$ cat config.mk
export PLATFORM = sky130hd
export DESIGN_NAME = multiplier8x8
export DESIGN_NICKNAME = d
export VERILOG_FILES = /design/src/multPkg.sv /design/src/inputSync.sv /design/src/shiftReg8.sv /design/src/addSub9.sv /design/src/multControl.sv /design/src/hexDriver.sv /design/src/multiplier8x8.sv
export SDC_FILE = /design/constraint.sdc
export NUM_CORES = 1
export LEC_CHECK = 0
export BUFFER_PORTS_ARGS = -buffer_cell sky130_fd_sc_hd__clkbuf_2
export CAP_MARGIN = 20
export CORE_MARGIN = 4
export CORE_UTILIZATION = 30
export DETAILED_ROUTE_END_ITERATION = 16
export SETUP_SLACK_MARGIN = 0.3
export SKIP_CTS_REPAIR_TIMING = 1
export SYNTH_ARGS = -nofsm -noshare
export SYNTH_HDL_FRONTEND = slang
export SYNTH_SLANG_ARGS = --single-unit
$ cat constraint.sdc
create_clock -name Clk -period 3.8 [get_ports Clk]
set_clock_uncertainty 0.2 [all_clocks]
set_input_delay 0.38 -clock Clk [delete_from_list [all_inputs] [get_ports Clk]]
set_output_delay 0.38 -clock Clk [all_outputs]
set_load 0.01 [all_outputs]
$ cat src/multPkg.sv
// Shared widths and controller states for the 8x8 shift-and-add multiplier
// Operands are two's complement; the product is 16 bits plus a sign bit in X
`default_nettype none

package multPkg;

    // Operand width of A, B and the switch value S
    localparam int dataWidth = 8;

    // One add/shift pair per multiplier bit
    localparam int numBits = dataWidth;

    // Flops in each input synchronizer chain
    localparam int syncStages = 2;

    // Controller sequence
    typedef enum logic [2:0] {
        Idle,       // Waiting for a button
        ClearLoad,  // Clear A and X, load B from switches
        Start,      // Clear A and X before a run
        AddStep,    // Add or subtract S when M is set
        ShiftStep,  // Arithmetic shift of X:A:B
        Hold        // Wait for both buttons released
    } ctrlState;

endpackage

`default_nettype wire

$ cat src/inputSync.sv
// Multi-flop synchronizer for one asynchronous bit, no reset
// Latency is syncStages clock cycles; intended for slow button and switch levels
`timescale 1ns/100ps
`default_nettype none

module inputSync
    import multPkg::*;
(
    input  wire logic Clk,
    input  wire logic d,  // Asynchronous level from the board
    output logic      q   // Synchronized copy
);

    logic [syncStages-1:0] chain;  // chain[0] may go metastable

    // First flop samples the pin, later flops settle it
    always_ff @(posedge Clk) begin
        chain <= {chain[syncStages-2:0], d};
    end

    assign q = chain[syncStages-1];

endmodule

`default_nettype wire

$ cat src/shiftReg8.sv
// Operand register with clear, parallel load and right shift
// Priority is reset/clear, then load, then shift; serial data enters at the top bit
`timescale 1ns/100ps
`default_nettype none

module shiftReg8
    import multPkg::*;
(
    input  wire logic                 Clk,
    input  wire logic                 reset,
    input  wire logic                 clear,     // Synchronous clear, same as reset
    input  wire logic                 load,      // Parallel load from d
    input  wire logic                 shiftEn,   // Shift right by one
    input  wire logic                 shiftIn,   // Bit entering the MSB on shift
    input  wire logic [dataWidth-1:0] d,
    output logic                      shiftOut,  // Bit leaving the LSB
    output logic [dataWidth-1:0]      q
);

    always_ff @(posedge Clk) begin
        if (reset || clear) begin
            q <= '0;
        end
        else if (load) begin
            q <= d;
        end
        else if (shiftEn) begin
            q <= {shiftIn, q[dataWidth-1:1]};  // Right shift, new bit on top
        end
    end

    // LSB is what falls out on the next shift
    assign shiftOut = q[0];

endmodule

`default_nettype wire

$ cat src/addSub9.sv
// Sign-extended adder/subtractor one bit wider than the operands
// Passes A through unchanged when the multiplier bit is 0
// No overflow flag; the extra bit is enough for one add of two 8-bit values
`timescale 1ns/100ps
`default_nettype none

module addSub9
    import multPkg::*;
(
    input  wire logic [dataWidth-1:0] a,         // Accumulator
    input  wire logic [dataWidth-1:0] s,         // Switch operand
    input  wire logic                 m,         // Current multiplier bit
    input  wire logic                 subtract,  // High on the sign bit step
    output logic [dataWidth-1:0]      sum,
    output logic                      sumX       // Ninth bit, goes to X
);

    logic [dataWidth:0] aExt;     // a with its sign bit repeated
    logic [dataWidth:0] sExt;     // s with its sign bit repeated
    logic [dataWidth:0] operand;  // sExt or its negation
    logic [dataWidth:0] result;

    assign aExt = {a[dataWidth-1], a};
    assign sExt = {s[dataWidth-1], s};

    always_comb begin
        // Two's complement negate for the sign bit of the multiplier
        operand = subtract ? (~sExt + 1'b1) : sExt;
        if (m) begin
            result = aExt + operand;
        end
        else begin
            result = aExt;  // Nothing to add for a zero bit
        end
    end

    assign sum  = result[dataWidth-1:0];
    assign sumX = result[dataWidth];

endmodule

`default_nettype wire

$ cat src/multControl.sv
// Sequencer for clear-load and the signed shift-and-add multiply
// Buttons must already be synchronized and active high
// A run is one Start cycle and numBits add/shift pairs, then waits for release
`timescale 1ns/100ps
`default_nettype none

module multControl
    import multPkg::*;
(
    input  wire logic Clk,
    input  wire logic reset,
    input  wire logic run,        // Run button, synchronized
    input  wire logic clearLoad,  // Clear-load button, synchronized
    input  wire logic m,          // LSB of B
    output logic      shiftEn,
    output logic      ldA,
    output logic      ldB,
    output logic      clearA,
    output logic      subtract
);

    ctrlState state;
    ctrlState nextState;

    logic [$clog2(numBits)-1:0] step;  // Which multiplier bit is being handled
    logic                       lastStep;

    // Last pair handles the sign bit of B
    assign lastStep = (step == ($clog2(numBits))'(numBits - 1));

    always_ff @(posedge Clk) begin
        if (reset) begin
            state <= Idle;
            step  <= '0;
        end
        else begin
            state <= nextState;
            if (state == Start) begin
                step <= '0;
            end
            else if (state == ShiftStep) begin
                step <= step + 1'b1;  // Advance after each shift
            end
        end
    end

    // Next state
    always_comb begin
        nextState = state;
        case (state)
            Idle: begin
                if (clearLoad) begin
                    nextState = ClearLoad;  // Clear-load wins over Run
                end
                else if (run) begin
                    nextState = Start;
                end
            end
            ClearLoad: nextState = Hold;
            Start:     nextState = AddStep;
            AddStep:   nextState = ShiftStep;
            ShiftStep: begin
                if (lastStep) begin
                    nextState = Hold;
                end
                else begin
                    nextState = AddStep;
                end
            end
            Hold: begin
                // Stay until both buttons are up, one run per press
                if (!run && !clearLoad) begin
                    nextState = Idle;
                end
            end
            default: nextState = Idle;
        endcase
    end

    // Control lines are single-cycle levels decoded from the state
    always_comb begin
        shiftEn  = 1'b0;
        ldA      = 1'b0;
        ldB      = 1'b0;
        clearA   = 1'b0;
        subtract = 1'b0;
        case (state)
            ClearLoad: begin
                clearA = 1'b1;
                ldB    = 1'b1;  // B takes the switch value
            end
            Start:     clearA = 1'b1;  // Fresh accumulator, B is kept
            AddStep: begin
                ldA      = m;         // Only load A for a set bit
                subtract = lastStep;  // Sign bit weighs -2^7
            end
            ShiftStep: shiftEn = 1'b1;
            default: ;
        endcase
    end

endmodule

`default_nettype wire

$ cat src/hexDriver.sv
// Nibble to seven-segment decoder, combinational
// Output is active low in gfedcba order, as on the board displays
`timescale 1ns/100ps
`default_nettype none

module hexDriver (
    input  wire logic [3:0] nibble,
    output logic      [6:0] segments  // {g, f, e, d, c, b, a}, 0 lights
);

    always_comb begin
        case (nibble)
            4'h0: segments = 7'b1000000;
            4'h1: segments = 7'b1111001;
            4'h2: segments = 7'b0100100;
            4'h3: segments = 7'b0110000;
            4'h4: segments = 7'b0011001;
            4'h5: segments = 7'b0010010;
            4'h6: segments = 7'b0000010;
            4'h7: segments = 7'b1111000;
            4'h8: segments = 7'b0000000;
            4'h9: segments = 7'b0010000;
            4'hA: segments = 7'b0001000;
            4'hB: segments = 7'b0000011;  // Lower case b
            4'hC: segments = 7'b1000110;
            4'hD: segments = 7'b0100001;  // Lower case d
            4'hE: segments = 7'b0000110;
            4'hF: segments = 7'b0001110;
            default: segments = 7'b1111111;  // Blank
        endcase
    end

endmodule

`default_nettype wire

$ cat src/multiplier8x8.sv
// Signed 8x8 shift-and-add multiplier for the lab board
// Run and clear-load pins are active low; reset is synchronous and not synchronized
// Product is X:A:B after a run; hex digits and Xval lag the registers by one cycle
`timescale 1ns/100ps
`default_nettype none

module multiplier8x8
    import multPkg::*;
(
    input  wire logic                 Clk,
    input  wire logic                 reset,
    input  wire logic                 runN,        // Run button, low when pressed
    input  wire logic                 clearLoadN,  // Clear-load button, low when pressed
    input  wire logic [dataWidth-1:0] S,           // Switches
    output logic      [dataWidth-1:0] Aval,        // High byte of the product
    output logic      [dataWidth-1:0] Bval,        // Low byte of the product
    output logic      [6:0]           AHexU,
    output logic      [6:0]           AHexL,
    output logic      [6:0]           BHexU,
    output logic      [6:0]           BHexL,
    output logic                      Xval         // Sign of the product
);

    // Button levels, active high
    logic runH;
    logic clearLoadH;
    logic runSync;
    logic clearLoadSync;

    logic [dataWidth-1:0] sHold;  // Synchronized switch value

    // Controller outputs
    logic shiftEn;
    logic ldA;
    logic ldB;
    logic clearA;
    logic subtract;

    logic [dataWidth-1:0] aReg;
    logic [dataWidth-1:0] bReg;
    logic                 xReg;   // Sign extension of A
    logic                 aToB;   // A LSB shifting into B MSB
    logic                 M;      // Current multiplier bit
    logic [dataWidth-1:0] sumA;
    logic                 sumX;

    logic [6:0] aHexUComb;
    logic [6:0] aHexLComb;
    logic [6:0] bHexUComb;
    logic [6:0] bHexLComb;

    assign runH       = ~runN;
    assign clearLoadH = ~clearLoadN;

    inputSync buttonSync [1:0] (
        .Clk (Clk),
        .d   ({clearLoadH, runH}),
        .q   ({clearLoadSync, runSync})
    );

    inputSync switchSync [dataWidth-1:0] (
        .Clk (Clk),
        .d   (S),
        .q   (sHold)
    );

    multControl control (
        .Clk       (Clk),
        .reset     (reset),
        .run       (runSync),
        .clearLoad (clearLoadSync),
        .m         (M),
        .shiftEn   (shiftEn),
        .ldA       (ldA),
        .ldB       (ldB),
        .clearA    (clearA),
        .subtract  (subtract)
    );

    // A takes the adder sum; X feeds its top bit on shift
    shiftReg8 regA (
        .Clk      (Clk),
        .reset    (reset),
        .clear    (clearA),
        .load     (ldA),
        .shiftEn  (shiftEn),
        .shiftIn  (xReg),
        .d        (sumA),
        .shiftOut (aToB),
        .q        (aReg)
    );

    // B is only loaded from the switches, never cleared by a run
    shiftReg8 regB (
        .Clk      (Clk),
        .reset    (reset),
        .clear    (1'b0),
        .load     (ldB),
        .shiftEn  (shiftEn),
        .shiftIn  (aToB),
        .d        (sHold),
        .shiftOut (M),
        .q        (bReg)
    );

    addSub9 adder (
        .a        (aReg),
        .s        (sHold),
        .m        (M),
        .subtract (subtract),
        .sum      (sumA),
        .sumX     (sumX)
    );

    // X keeps its value on shift, which makes the shift arithmetic
    always_ff @(posedge Clk) begin
        if (reset || clearA) begin
            xReg <= 1'b0;
        end
        else if (ldA) begin
            xReg <= sumX;
        end
    end

    hexDriver aHexUpper (.nibble(aReg[7:4]), .segments(aHexUComb));
    hexDriver aHexLower (.nibble(aReg[3:0]), .segments(aHexLComb));
    hexDriver bHexUpper (.nibble(bReg[7:4]), .segments(bHexUComb));
    hexDriver bHexLower (.nibble(bReg[3:0]), .segments(bHexLComb));

    // Display outputs registered to keep the decoders off the pin path
    always_ff @(posedge Clk) begin
        AHexU <= aHexUComb;
        AHexL <= aHexLComb;
        BHexU <= bHexUComb;
        BHexL <= bHexLComb;
        Xval  <= xReg;
    end

    assign Aval = aReg;
    assign Bval = bReg;

endmodule

`default_nettype wire

=== Yosys cells after proc, flatten, opt, wreduce, memory -nomap -nowiden ===
Memory sizes are Yosys's and may differ from the RTL's. A register that Yosys moved wholly into a read port is not among the register bits.
Cells that the tools add are included.

* Bitwise operators: 3
* Equality and inequality tests: 9
* Add/subtract/negate cells: 3
* Muxes and demuxes: 16
* Reduce and logical (&&, ||, !) cells: 11

{| class="wikitable"
|+ Operators with widths
! cell !! number
|-
| $mux 8 || 4
|-
| $mux 9 || 2
|-
| $pmux 3 s6 || 1
|-
| $mux 3 || 4
|-
| $add 9x1->9 const B || 1
|-
| $add 9x9->9 || 1
|-
| $eq 3x3->1 const B || 3
|-
| $not 9->9 || 1
|-
| $eq 3x2->1 const B || 2
|-
| $mux 1 || 5
|-
| $ne 2x1->1 const B || 2
|-
| $reduce_and 2->1 || 2
|-
| $reduce_bool 2->1 || 2
|-
| $reduce_or 2->1 || 2
|-
| $add 3x1->3 const B || 1
|-
| $eq 3x1->1 const B || 1
|-
| $logic_not 3->1 || 1
|-
| $ne 3x3->1 const B || 1
|-
| $logic_not 1->1 || 2
|-
| $not 1->1 || 2
|-
| $logic_and 1x1->1 || 1
|-
| $logic_or 1x1->1 || 1
|}

* Bits in registers: 44
* Logic and storage cells: 62
* Memories: 4
* Memory bits (read-only): 448

{| class="wikitable"
|+ Memory list
! name !! words !! width !! rd ports !! clocked after memory_dff !! wr ports !! RTL line !! RTL
|-
| (name not given) || 16 || 7 || 1 || 1 || 0 || hexDriver.sv:12 || <nowiki>case (nibble)</nowiki>
|-
| (name not given) || 16 || 7 || 1 || 1 || 0 || hexDriver.sv:12 ||
|-
| (name not given) || 16 || 7 || 1 || 1 || 0 || hexDriver.sv:12 ||
|-
| (name not given) || 16 || 7 || 1 || 1 || 0 || hexDriver.sv:12 ||
|}

=== Longest topological paths before layout ===
Gate-level depths: netlist of run 1.

* Depth in word-level cells: 6
* Gate-level depth with buffers: 11
* Gate-level depth less buffers: 11

=== Hierarchy ===
A second synthesis of run 1 with hierarchy kept.

* Cells, all modules: 381
* Area total of the unflattened synthesis: 4040.1 µm²

{| class="wikitable"
|+ Modules (own cells, without submodules)
! module !! area an instance (µm²) !! seq. area each (µm²) !! times used !! cells each
|-
| hexDriver || 275.3 || 0.0 || 4 || 32
|-
| shiftReg8 || 447.9 || 160.2 || 2 || 36
|-
| multiplier8x8 || 631.9 || 600.6 || 1 || 35
|-
| addSub9 || 616.8 || 0.0 || 1 || 82
|-
| inputSync || 40.0 || 40.0 || 10 || 2
|-
| multControl || 394.1 || 120.1 || 1 || 44
|}

=== Worst setup path before layout of run 1 ===
OpenSTA, ideal clock, no wires.

* Path type: register -> register
* From: register control.step[0]
* To: register regA.q[6]
* Cell stages (with the launch flop): 11
* Required time: 3.514 ns
* Slack: 1.042 ns
* Path buffers: 0
* Setup time: 0.086 ns
* Data arrival time: 2.472 ns
* Cell sequence: dfxtp_1 -> ha_1 -> ha_1 -> nand4b_4 -> mux2_2 -> fa_1 -> a211oi_1 -> o21bai_1 -> a21oi_1 -> xor2_1 -> a211oi_1

* Word-level cells in the longest chain between the ends: 6

{| class="wikitable"
|+ Ends and longest elaborated chain
! element !! RTL line !! RTL
|-
| from (decl) || multControl.sv:25 || <nowiki>logic [$clog2(numBits)-1:0] step;</nowiki>
|-
| from (signal assigned) || multControl.sv:42 || <nowiki>step <= step + 1'b1;</nowiki>
|-
| $eq 3x3->1 || multControl.sv:29 || <nowiki>assign lastStep = (step == ($clog2(numBits))'(numBits - 1));</nowiki>
|-
| $mux 1 || multControl.sv:87 || <nowiki>case (state)</nowiki>
|-
| $mux 9 || addSub9.sv:28 || <nowiki>operand = subtract ? (~sExt + 1'b1) : sExt;</nowiki>
|-
| $add 9x9->9 || addSub9.sv:30 || <nowiki>result = aExt + operand;</nowiki>
|-
| $mux 9 || addSub9.sv:29 || <nowiki>if (m) begin</nowiki>
|-
| $mux 8 || shiftReg8.sv:24 || <nowiki>else if (load) begin</nowiki>
|-
| to (signal assigned) || shiftReg8.sv:28 || <nowiki>q <= {shiftIn, q[dataWidth-1:1]};</nowiki>
|-
| to (decl) || shiftReg8.sv:17 || <nowiki>output logic [dataWidth-1:0] q</nowiki>
|}

No other way between the ends. The select of a mux whose other input is x is not followed.
A chain may end at the register's enable or synchronous reset.

=== Worst setup path in the final report of run 1 ===
* From: register control.state[2]
* To: register regA.q[6]

* Word-level cells in the longest chain between the ends: 6

{| class="wikitable"
|+ Ends and longest elaborated chain
! element !! RTL line !! RTL
|-
| from (decl) || multControl.sv:22 || <nowiki>ctrlState state;</nowiki>
|-
| from (signal assigned) || multControl.sv:33 || <nowiki>state <= Idle;</nowiki>
|-
| from (signal assigned) || multControl.sv:37 || <nowiki>state <= nextState;</nowiki>
|-
| $eq 3x2->1 || multControl.sv:87 ||
|-
| $mux 1 || multControl.sv:87 ||
|-
| $mux 9 || addSub9.sv:28 ||
|-
| $add 9x9->9 || addSub9.sv:30 ||
|-
| $mux 9 || addSub9.sv:29 ||
|-
| $mux 8 || shiftReg8.sv:24 ||
|}

Parallel ways exist; a longest one is shown, timed or not. The select of a mux whose other input is x is not followed.

==> flow_summary.json, run 1 <==
{
  "drive_gt1_frac": 0.208,
  "clk_latency_ns": 0.33,
  "p_clk_frac": 0.429,
  "die_w_um": 120,
  "tritoncts": "built",
  "tightest_slew_ns": 0.738,
  "yosys.area.top_type_share": 0.381,
  "pwr-share-seq": 0.426,
  "min_to": "switchSync[2].chain[1]",
  "synthArstFlopShare": 0,
  "synth_area_leaders": "dfxtp_1 (38%), ha_1 (12%), nor2_1 (5.4%)",
  "p_sw_w": 0.000549,
  "syn-cell-area_um2": 3780,
  "min_path_type": "flop to flop",
  "floorplan.initialDensity": 0.311,
  "syn-num-nets": 453,
  "dieArea_um2": 14500,
  "reg2reg_to": "regA.q[6]",
  "hold_start": "switchSync[2].chain[0]",
  "finalInstanceArea_um2": 4510,
  "rsz0062_at_grt": "no",
  "relSlewSlack": 0.508,
  "htreeDepth": 3,
  "max_clock_freq_mhz": 333,
  "crit_slowest_cell": "dfxtp_1",
  "place_area_um2": 4090,
  "ant_nets": 0,
  "synthToLayoutAreaGrowth_pct": 19.3,
  "ys.flop_type": "dfxtp_1",
  "core_um2": 12200,
  "synth.yosys.seq_area_share": 0.381,
  "grt_usage": 0.112,
  "cp-start-kind": "flop",
  "slowest_delay_ns": 0.63,
  "die_h_um": 120,
  "r2r_cells": 8,
  "cts.path.max_buffers": 2,
  "leakagePower_nw": 1.98,
  "crit_top_cell": "a211oi_1",
  "num_rows": 40,
  "synth_cell_types": 57,
  "ys_ff_latch": 72,
  "finalSetupViolCount": 0,
  "antenna_found_initial": 0,
  "diodes": 0,
  "yosys_warnings": 0,
  "cp-end-kind": "flop",
  "tns_ns": 0,
  "min_period_ns": 3.01,
  "synth-edff-count": 0,
  "min_period_over_period": 0.791,
  "clock_sinks": 72,
  "cts-root-buf": "clkbuf_16",
  "cp_top_family": "compound AO/OA/AOI/OAI gates",
  "final_cell_mix": "dfxtp_1 (72), clkbuf_2 (56), nor2_1 (54), nand2_1 (43), ha_1 (35)",
  "fin_nets": 504,
  "p_per_area_nw_per_um2": 467,
  "hold_depth": 0,
  "p_total_w": 0.00211,
  "gr-total-overflow": 0,
  "hold_violations": 0,
  "internal_power_w": 0.00156,
  "peakVddDrop_v": 0.000230,
  "reg2reg_from": "control.state[2]",
  "grt_pass1_vias": 2874,
  "postSynthAreaPerCell_um2": 9.33,
  "wirelength_um": 7660,
  "grt_max_degree": 22,
  "dp_hpwl_um": 5550,
  "dr.first_iter.drc_count": 159,
  "clk_transition_reported_paths_ns": 0.06,
  "portBuffers": 56,
  "io_pins": 57,
  "path_buf_inv": 0,
  "outcome": "completed",
  "p_sw_frac": 0.260,
  "utilization": 0.371,
  "worstPathRequired_ns": 3.84,
  "gp_congestion": 0.813,
  "synth_top_area_cell": "dfxtp_1",
  "layout_commonest_cell": "dfxtp_1",
  "combinationalPowerShare": 0.145,
  "ff2ff_setup_slack_ns": 0.79,
  "path_class": "flop to flop",
  "cp_max_fo": 17,
  "syn-instance-count": 405,
  "cp.arrival_ns": 3.05,
  "grt_pass1_wl_um": 13300,
  "routedWlPerCell_um": 12.2,
  "numCtsBuffers": 9,
  "drt_first_pass_iters": 4,
  "vias": 2945,
  "vias_per_cell": 4.68,
  "final_max_slew_viol_count": 0,
  "drc": 0,
  "path_cells": "nand4b_4 -> mux2_2 -> fa_1 -> a211oi_1 -> o21bai_1 -> a21oi_1 -> xor2_1 -> a211oi_1",
  "drv_cap": 0
}
## cell families after synthesis
family,Yosys count,share of synthesized area
muxes,18,0.0623
buffers and inverters,47,0.0695
DFF,72,0.381
xor gates and xnor gates,11,0.0255
AOI/OAI and AO/OA,84,0.167
and+or+nand+nor,137,0.173
adders and majority gates,36,0.121
## area by class of cell
type / count / area, µm²
clock buffer: 11 / 243
clock inverter: 5 / 80.1
fill: 1236 / 7650
inverter: 21 / 78.8
multi-input combinational: 286 / 2070
sequential: 72 / 1440
tap: 168 / 210
timing repair buffer: 66 / 380
## flip-flops by register name (all words and copies together), names as in the netlist
name / count
AHexL: 7
AHexU: 7
BHexL: 7
BHexU: 7
Xval: 1
buttonSync.chain: 4
control.state: 3
control.step: 3
regA.q: 8
regB.q: 8
switchSync.chain: 16
xReg: 1
## synth_stat cells, drive strengths merged (2+ instances only)
cell type	instances
xor2	9
mux4	4
nand4b	2
buf	17
nor2	55
o211ai	4
a211oi	7
ha	35
a311oi	9
o21a	5
or3b	4
nand2b	5
nor3	5
a32o	3
nand2	45
xnor2	2
a22oi	5
nand3	4
a22o	9
o21bai	2
o21ai	16
a31oi	5
nor2b	6
mux2i	10
inv	21
mux2	4
a21oi	14
clkbuf	9
dfxtp	72
## power by group through the flow
stage / combinational (W) / clock (W) / sequential, W
2_1_floorplan: 0.000235 / 0 / 0.000900
3_3_place_gp: 0.000296 / 0 / 0.000912
3_5_place_dp: 0.000301 / 0 / 0.000915
4_1_cts: 0.000302 / 0.000932 / 0.000899
5_1_grt: 0.000344 / 0.000966 / 0.000913
6_report: 0.000306 / 0.000904 / 0.000898
## metal layers
metal	wire (µm)	share of wire	vias up	GRT usage
met3	357	0.047	11	0.0281
met1	3570	0.47	1361	0.136
met5	0	0	-	0
met2	3600	0.47	56	0.184
met4	138	0.018	0	0.0581
li1	-	-	1517	-
## metrics by stage
step / instances / hold slack (ns) / setup slack (ns)
finish: 629 / 0.126 / 0.794
CTS: 619 / -0.0666 / 0.793
detailed placement: 603 / 0.114 / 0.823
floorplan: 405 / 0.110 / 1.04
global route: 629 / 0.131 / 0.565
global placement: 603 / 0.110 / 0.874
## how the worst max path moves through the flow
stage                      from         to  slack [ns]  cells after the start
2_1_floorplan   control.step[0]  regA.q[6]        1.04                     10
3_3_place_gp    control.step[0]  regA.q[6]        0.87                     10
3_5_place_dp   control.state[2]  regA.q[6]        0.82                      8
4_1_cts        control.state[2]  regA.q[6]        0.79                      8
5_1_grt        control.state[2]  regA.q[6]        0.56                      8
6_report       control.state[2]  regA.q[6]        0.79                      8
(Power assumes the default switching activity.)
==> inputs of run 2 (changes only) <==
clock period = 3 ns   (was 3.8 ns; I/O delays follow)
==> run 2 against run 1 <==
Effect of this change:
- first-iteration DRC count decreased by 3.8%
- critical endpoint is now xReg
- setup slack got worse by 0.40 ns
- sequential share of layout area decreased by 1.0 points
- design area increased by 4.1%
- flip-flop and latch count unchanged
- fmax increased by 15%
- combinational power increased by 37%
- highest routed layer unchanged
- cell count increased by 2.2%
==> flow_summary.json, run 2 (same netlist as run 1, synthesis figures left out) <==
{
  "die_h_um": 120,
  "max_clock_freq_mhz": 383,
  "p_sw_w": 0.000699,
  "grt_max_degree": 21,
  "p_per_area_nw_per_um2": 572,
  "min_period_ns": 2.61,
  "utilization": 0.386,
  "cts.path.max_buffers": 2,
  "drive_gt1_frac": 0.261,
  "peakVddDrop_v": 0.000342,
  "diodes": 0,
  "cp_max_fo": 8,
  "ff2ff_setup_slack_ns": 0.39,
  "io_pins": 57,
  "ff_latch_area_um2": 1450,
  "finalNonFillerCells": 643,
  "multi_input_area_um2": 2140,
  "grt_pass1_vias": 2746,
  "clk_transition_reported_paths_ns": 0.05,
  "wirelength_um": 7930,
  "min_period_over_period": 0.870,
  "vias_per_cell": 4.64,
  "htreeDepth": 3,
  "reg2reg_from": "control.step[1]",
  "pwr-share-seq": 0.418,
  "drv_cap": 0,
  "synthToLayoutAreaGrowth_pct": 24.2,
  "relSlewSlack": 0.582,
  "antenna_found_initial": 0,
  "cp-end-kind": "flop",
  "nFillCells": 1216,
  "path_class": "flop to flop",
  "cp.arrival_ns": 2.63,
  "top_register": "switchSync.chain",
  "dr.first_iter.drc_count": 153,
  "gp_congestion": 0.849,
  "outcome": "completed",
  "grt_usage": 0.113,
  "tns_ns": 0,
  "dp_hpwl_um": 5630,
  "hold_start": "switchSync[1].chain[0]",
  "tightest_slew_ns": 0.627,
  "drc": 0,
  "final_cell_mix": "dfxtp_1 (68), clkbuf_2 (56), nor2_1 (53), nand2_1 (43), ha_1 (33)",
  "dieArea_um2": 14500,
  "cp-start-kind": "flop",
  "num_rows": 40,
  "final_max_slew_viol_count": 0,
  "p_clk_frac": 0.425,
  "internal_power_w": 0.00199,
  "largest_reg_flops": 16,
  "clk_latency_ns": 0.33,
  "grt_pass1_wl_um": 13100,
  "fin_nets": 518,
  "die_w_um": 120,
  "combinationalPowerShare": 0.156,
  "routedWlPerCell_um": 12.3,
  "ant_nets": 0,
  "hold_violations": 0,
  "gr-total-overflow": 0,
  "largestRegisters": "switchSync.chain (16), regA.q (8), regB.q (8)",
  "clock_sinks": 72,
  "worstPathRequired_ns": 3.02,
  "vias": 2984,
  "min_path_type": "flop to flop",
  "portBuffers": 56,
  "leakagePower_nw": 2.04,
  "drt_first_pass_iters": 4,
  "rsz0062_at_grt": "yes",
  "cts-root-buf": "clkbuf_16",
  "numCtsBuffers": 9,
  "startpoint": "control.step[1]",
  "layout_commonest_cell": "dfxtp_1",
  "core_um2": 12200,
  "dp.cells": 610,
  "p_sw_frac": 0.260,
  "tritoncts": "built",
  "finalSetupViolCount": 0,
  "floorplan.initialDensity": 0.311
}
==> run 2: cell count changes in the layout (fill, tap and decap cells not counted), moves of 2 or more <==
cell / delta
dfxtp_1: -4
buf_4: +14
ha_1: -2
dfxtp_4: +2
a21oi_1: -3
dfxtp_2: +2
a21oi_2: +3
ha_4: +2
==> run 2: routing by layer <==
| metal | vias to the layer above | share of wire | global-route usage |
|---|---|---|---|
| met5 | - | 0 | 0 |
| met4 | 0 | 0.022 | 0.0531 |
| met3 | 12 | 0.058 | 0.0346 |
| met2 | 65 | 0.46 | 0.182 |
| met1 | 1375 | 0.46 | 0.137 |
| li1 | 1532 | - | - |
==> run 2: worst paths after layout <==
check	endpoint	depth (start not counted)
hold / removal	switchSync[1].chain[1]	0
setup reg to reg	xReg	10
hold reg to reg	switchSync[1].chain[1]	0
setup / recovery	xReg	10
==> run 2: power groups by stage <==
stage               combinational (W)  sequential, W  clock [W]
floorplan                    0.000298        0.00114          0
global placement             0.000399        0.00114          0
detailed placement           0.000408        0.00114          0
CTS                          0.000410        0.00112    0.00118
global route                 0.000469        0.00114    0.00123
finish                       0.000419        0.00112    0.00114
==> run 2: area by class of cell <==
| type | count | share of cell area |
|---|---|---|
| Clock buffer | 11 | 0.0517 |
| Sequential cell | 72 | 0.309 |
| Tap cell | 168 | 0.0448 |
| Multi-Input combinational cell | 286 | 0.457 |
| Clock inverter | 5 | 0.0171 |
| Inverter | 21 | 0.0168 |
| Timing Repair Buffer | 80 | 0.103 |
==> run 2: per-stage QoR <==
stage               total power (W)  hold slack (ns)  worst slack [ns]  cell area (µm²)
finish                      0.00268            0.124             0.390             4690
global route                0.00283            0.132             0.247             4690
CTS                         0.00271           -0.159             0.183             4470
detailed placement          0.00155            0.112             0.201             4150
global placement            0.00154            0.111             0.232             4150
floorplan                   0.00144            0.110             0.360             3790
==> run 2: worst max-delay path, cell delays in order (launching register included) <==
cell	delay, ns
dfxtp_2	0.36
ha_4	0.14
ha_4	0.14
nand4b_4	0.16
mux2_4	0.35
fa_2	0.36
a211oi_2	0.26
o211ai_1	0.13
and3b_1	0.19
mux2i_1	0.15
nand2_1	0.06
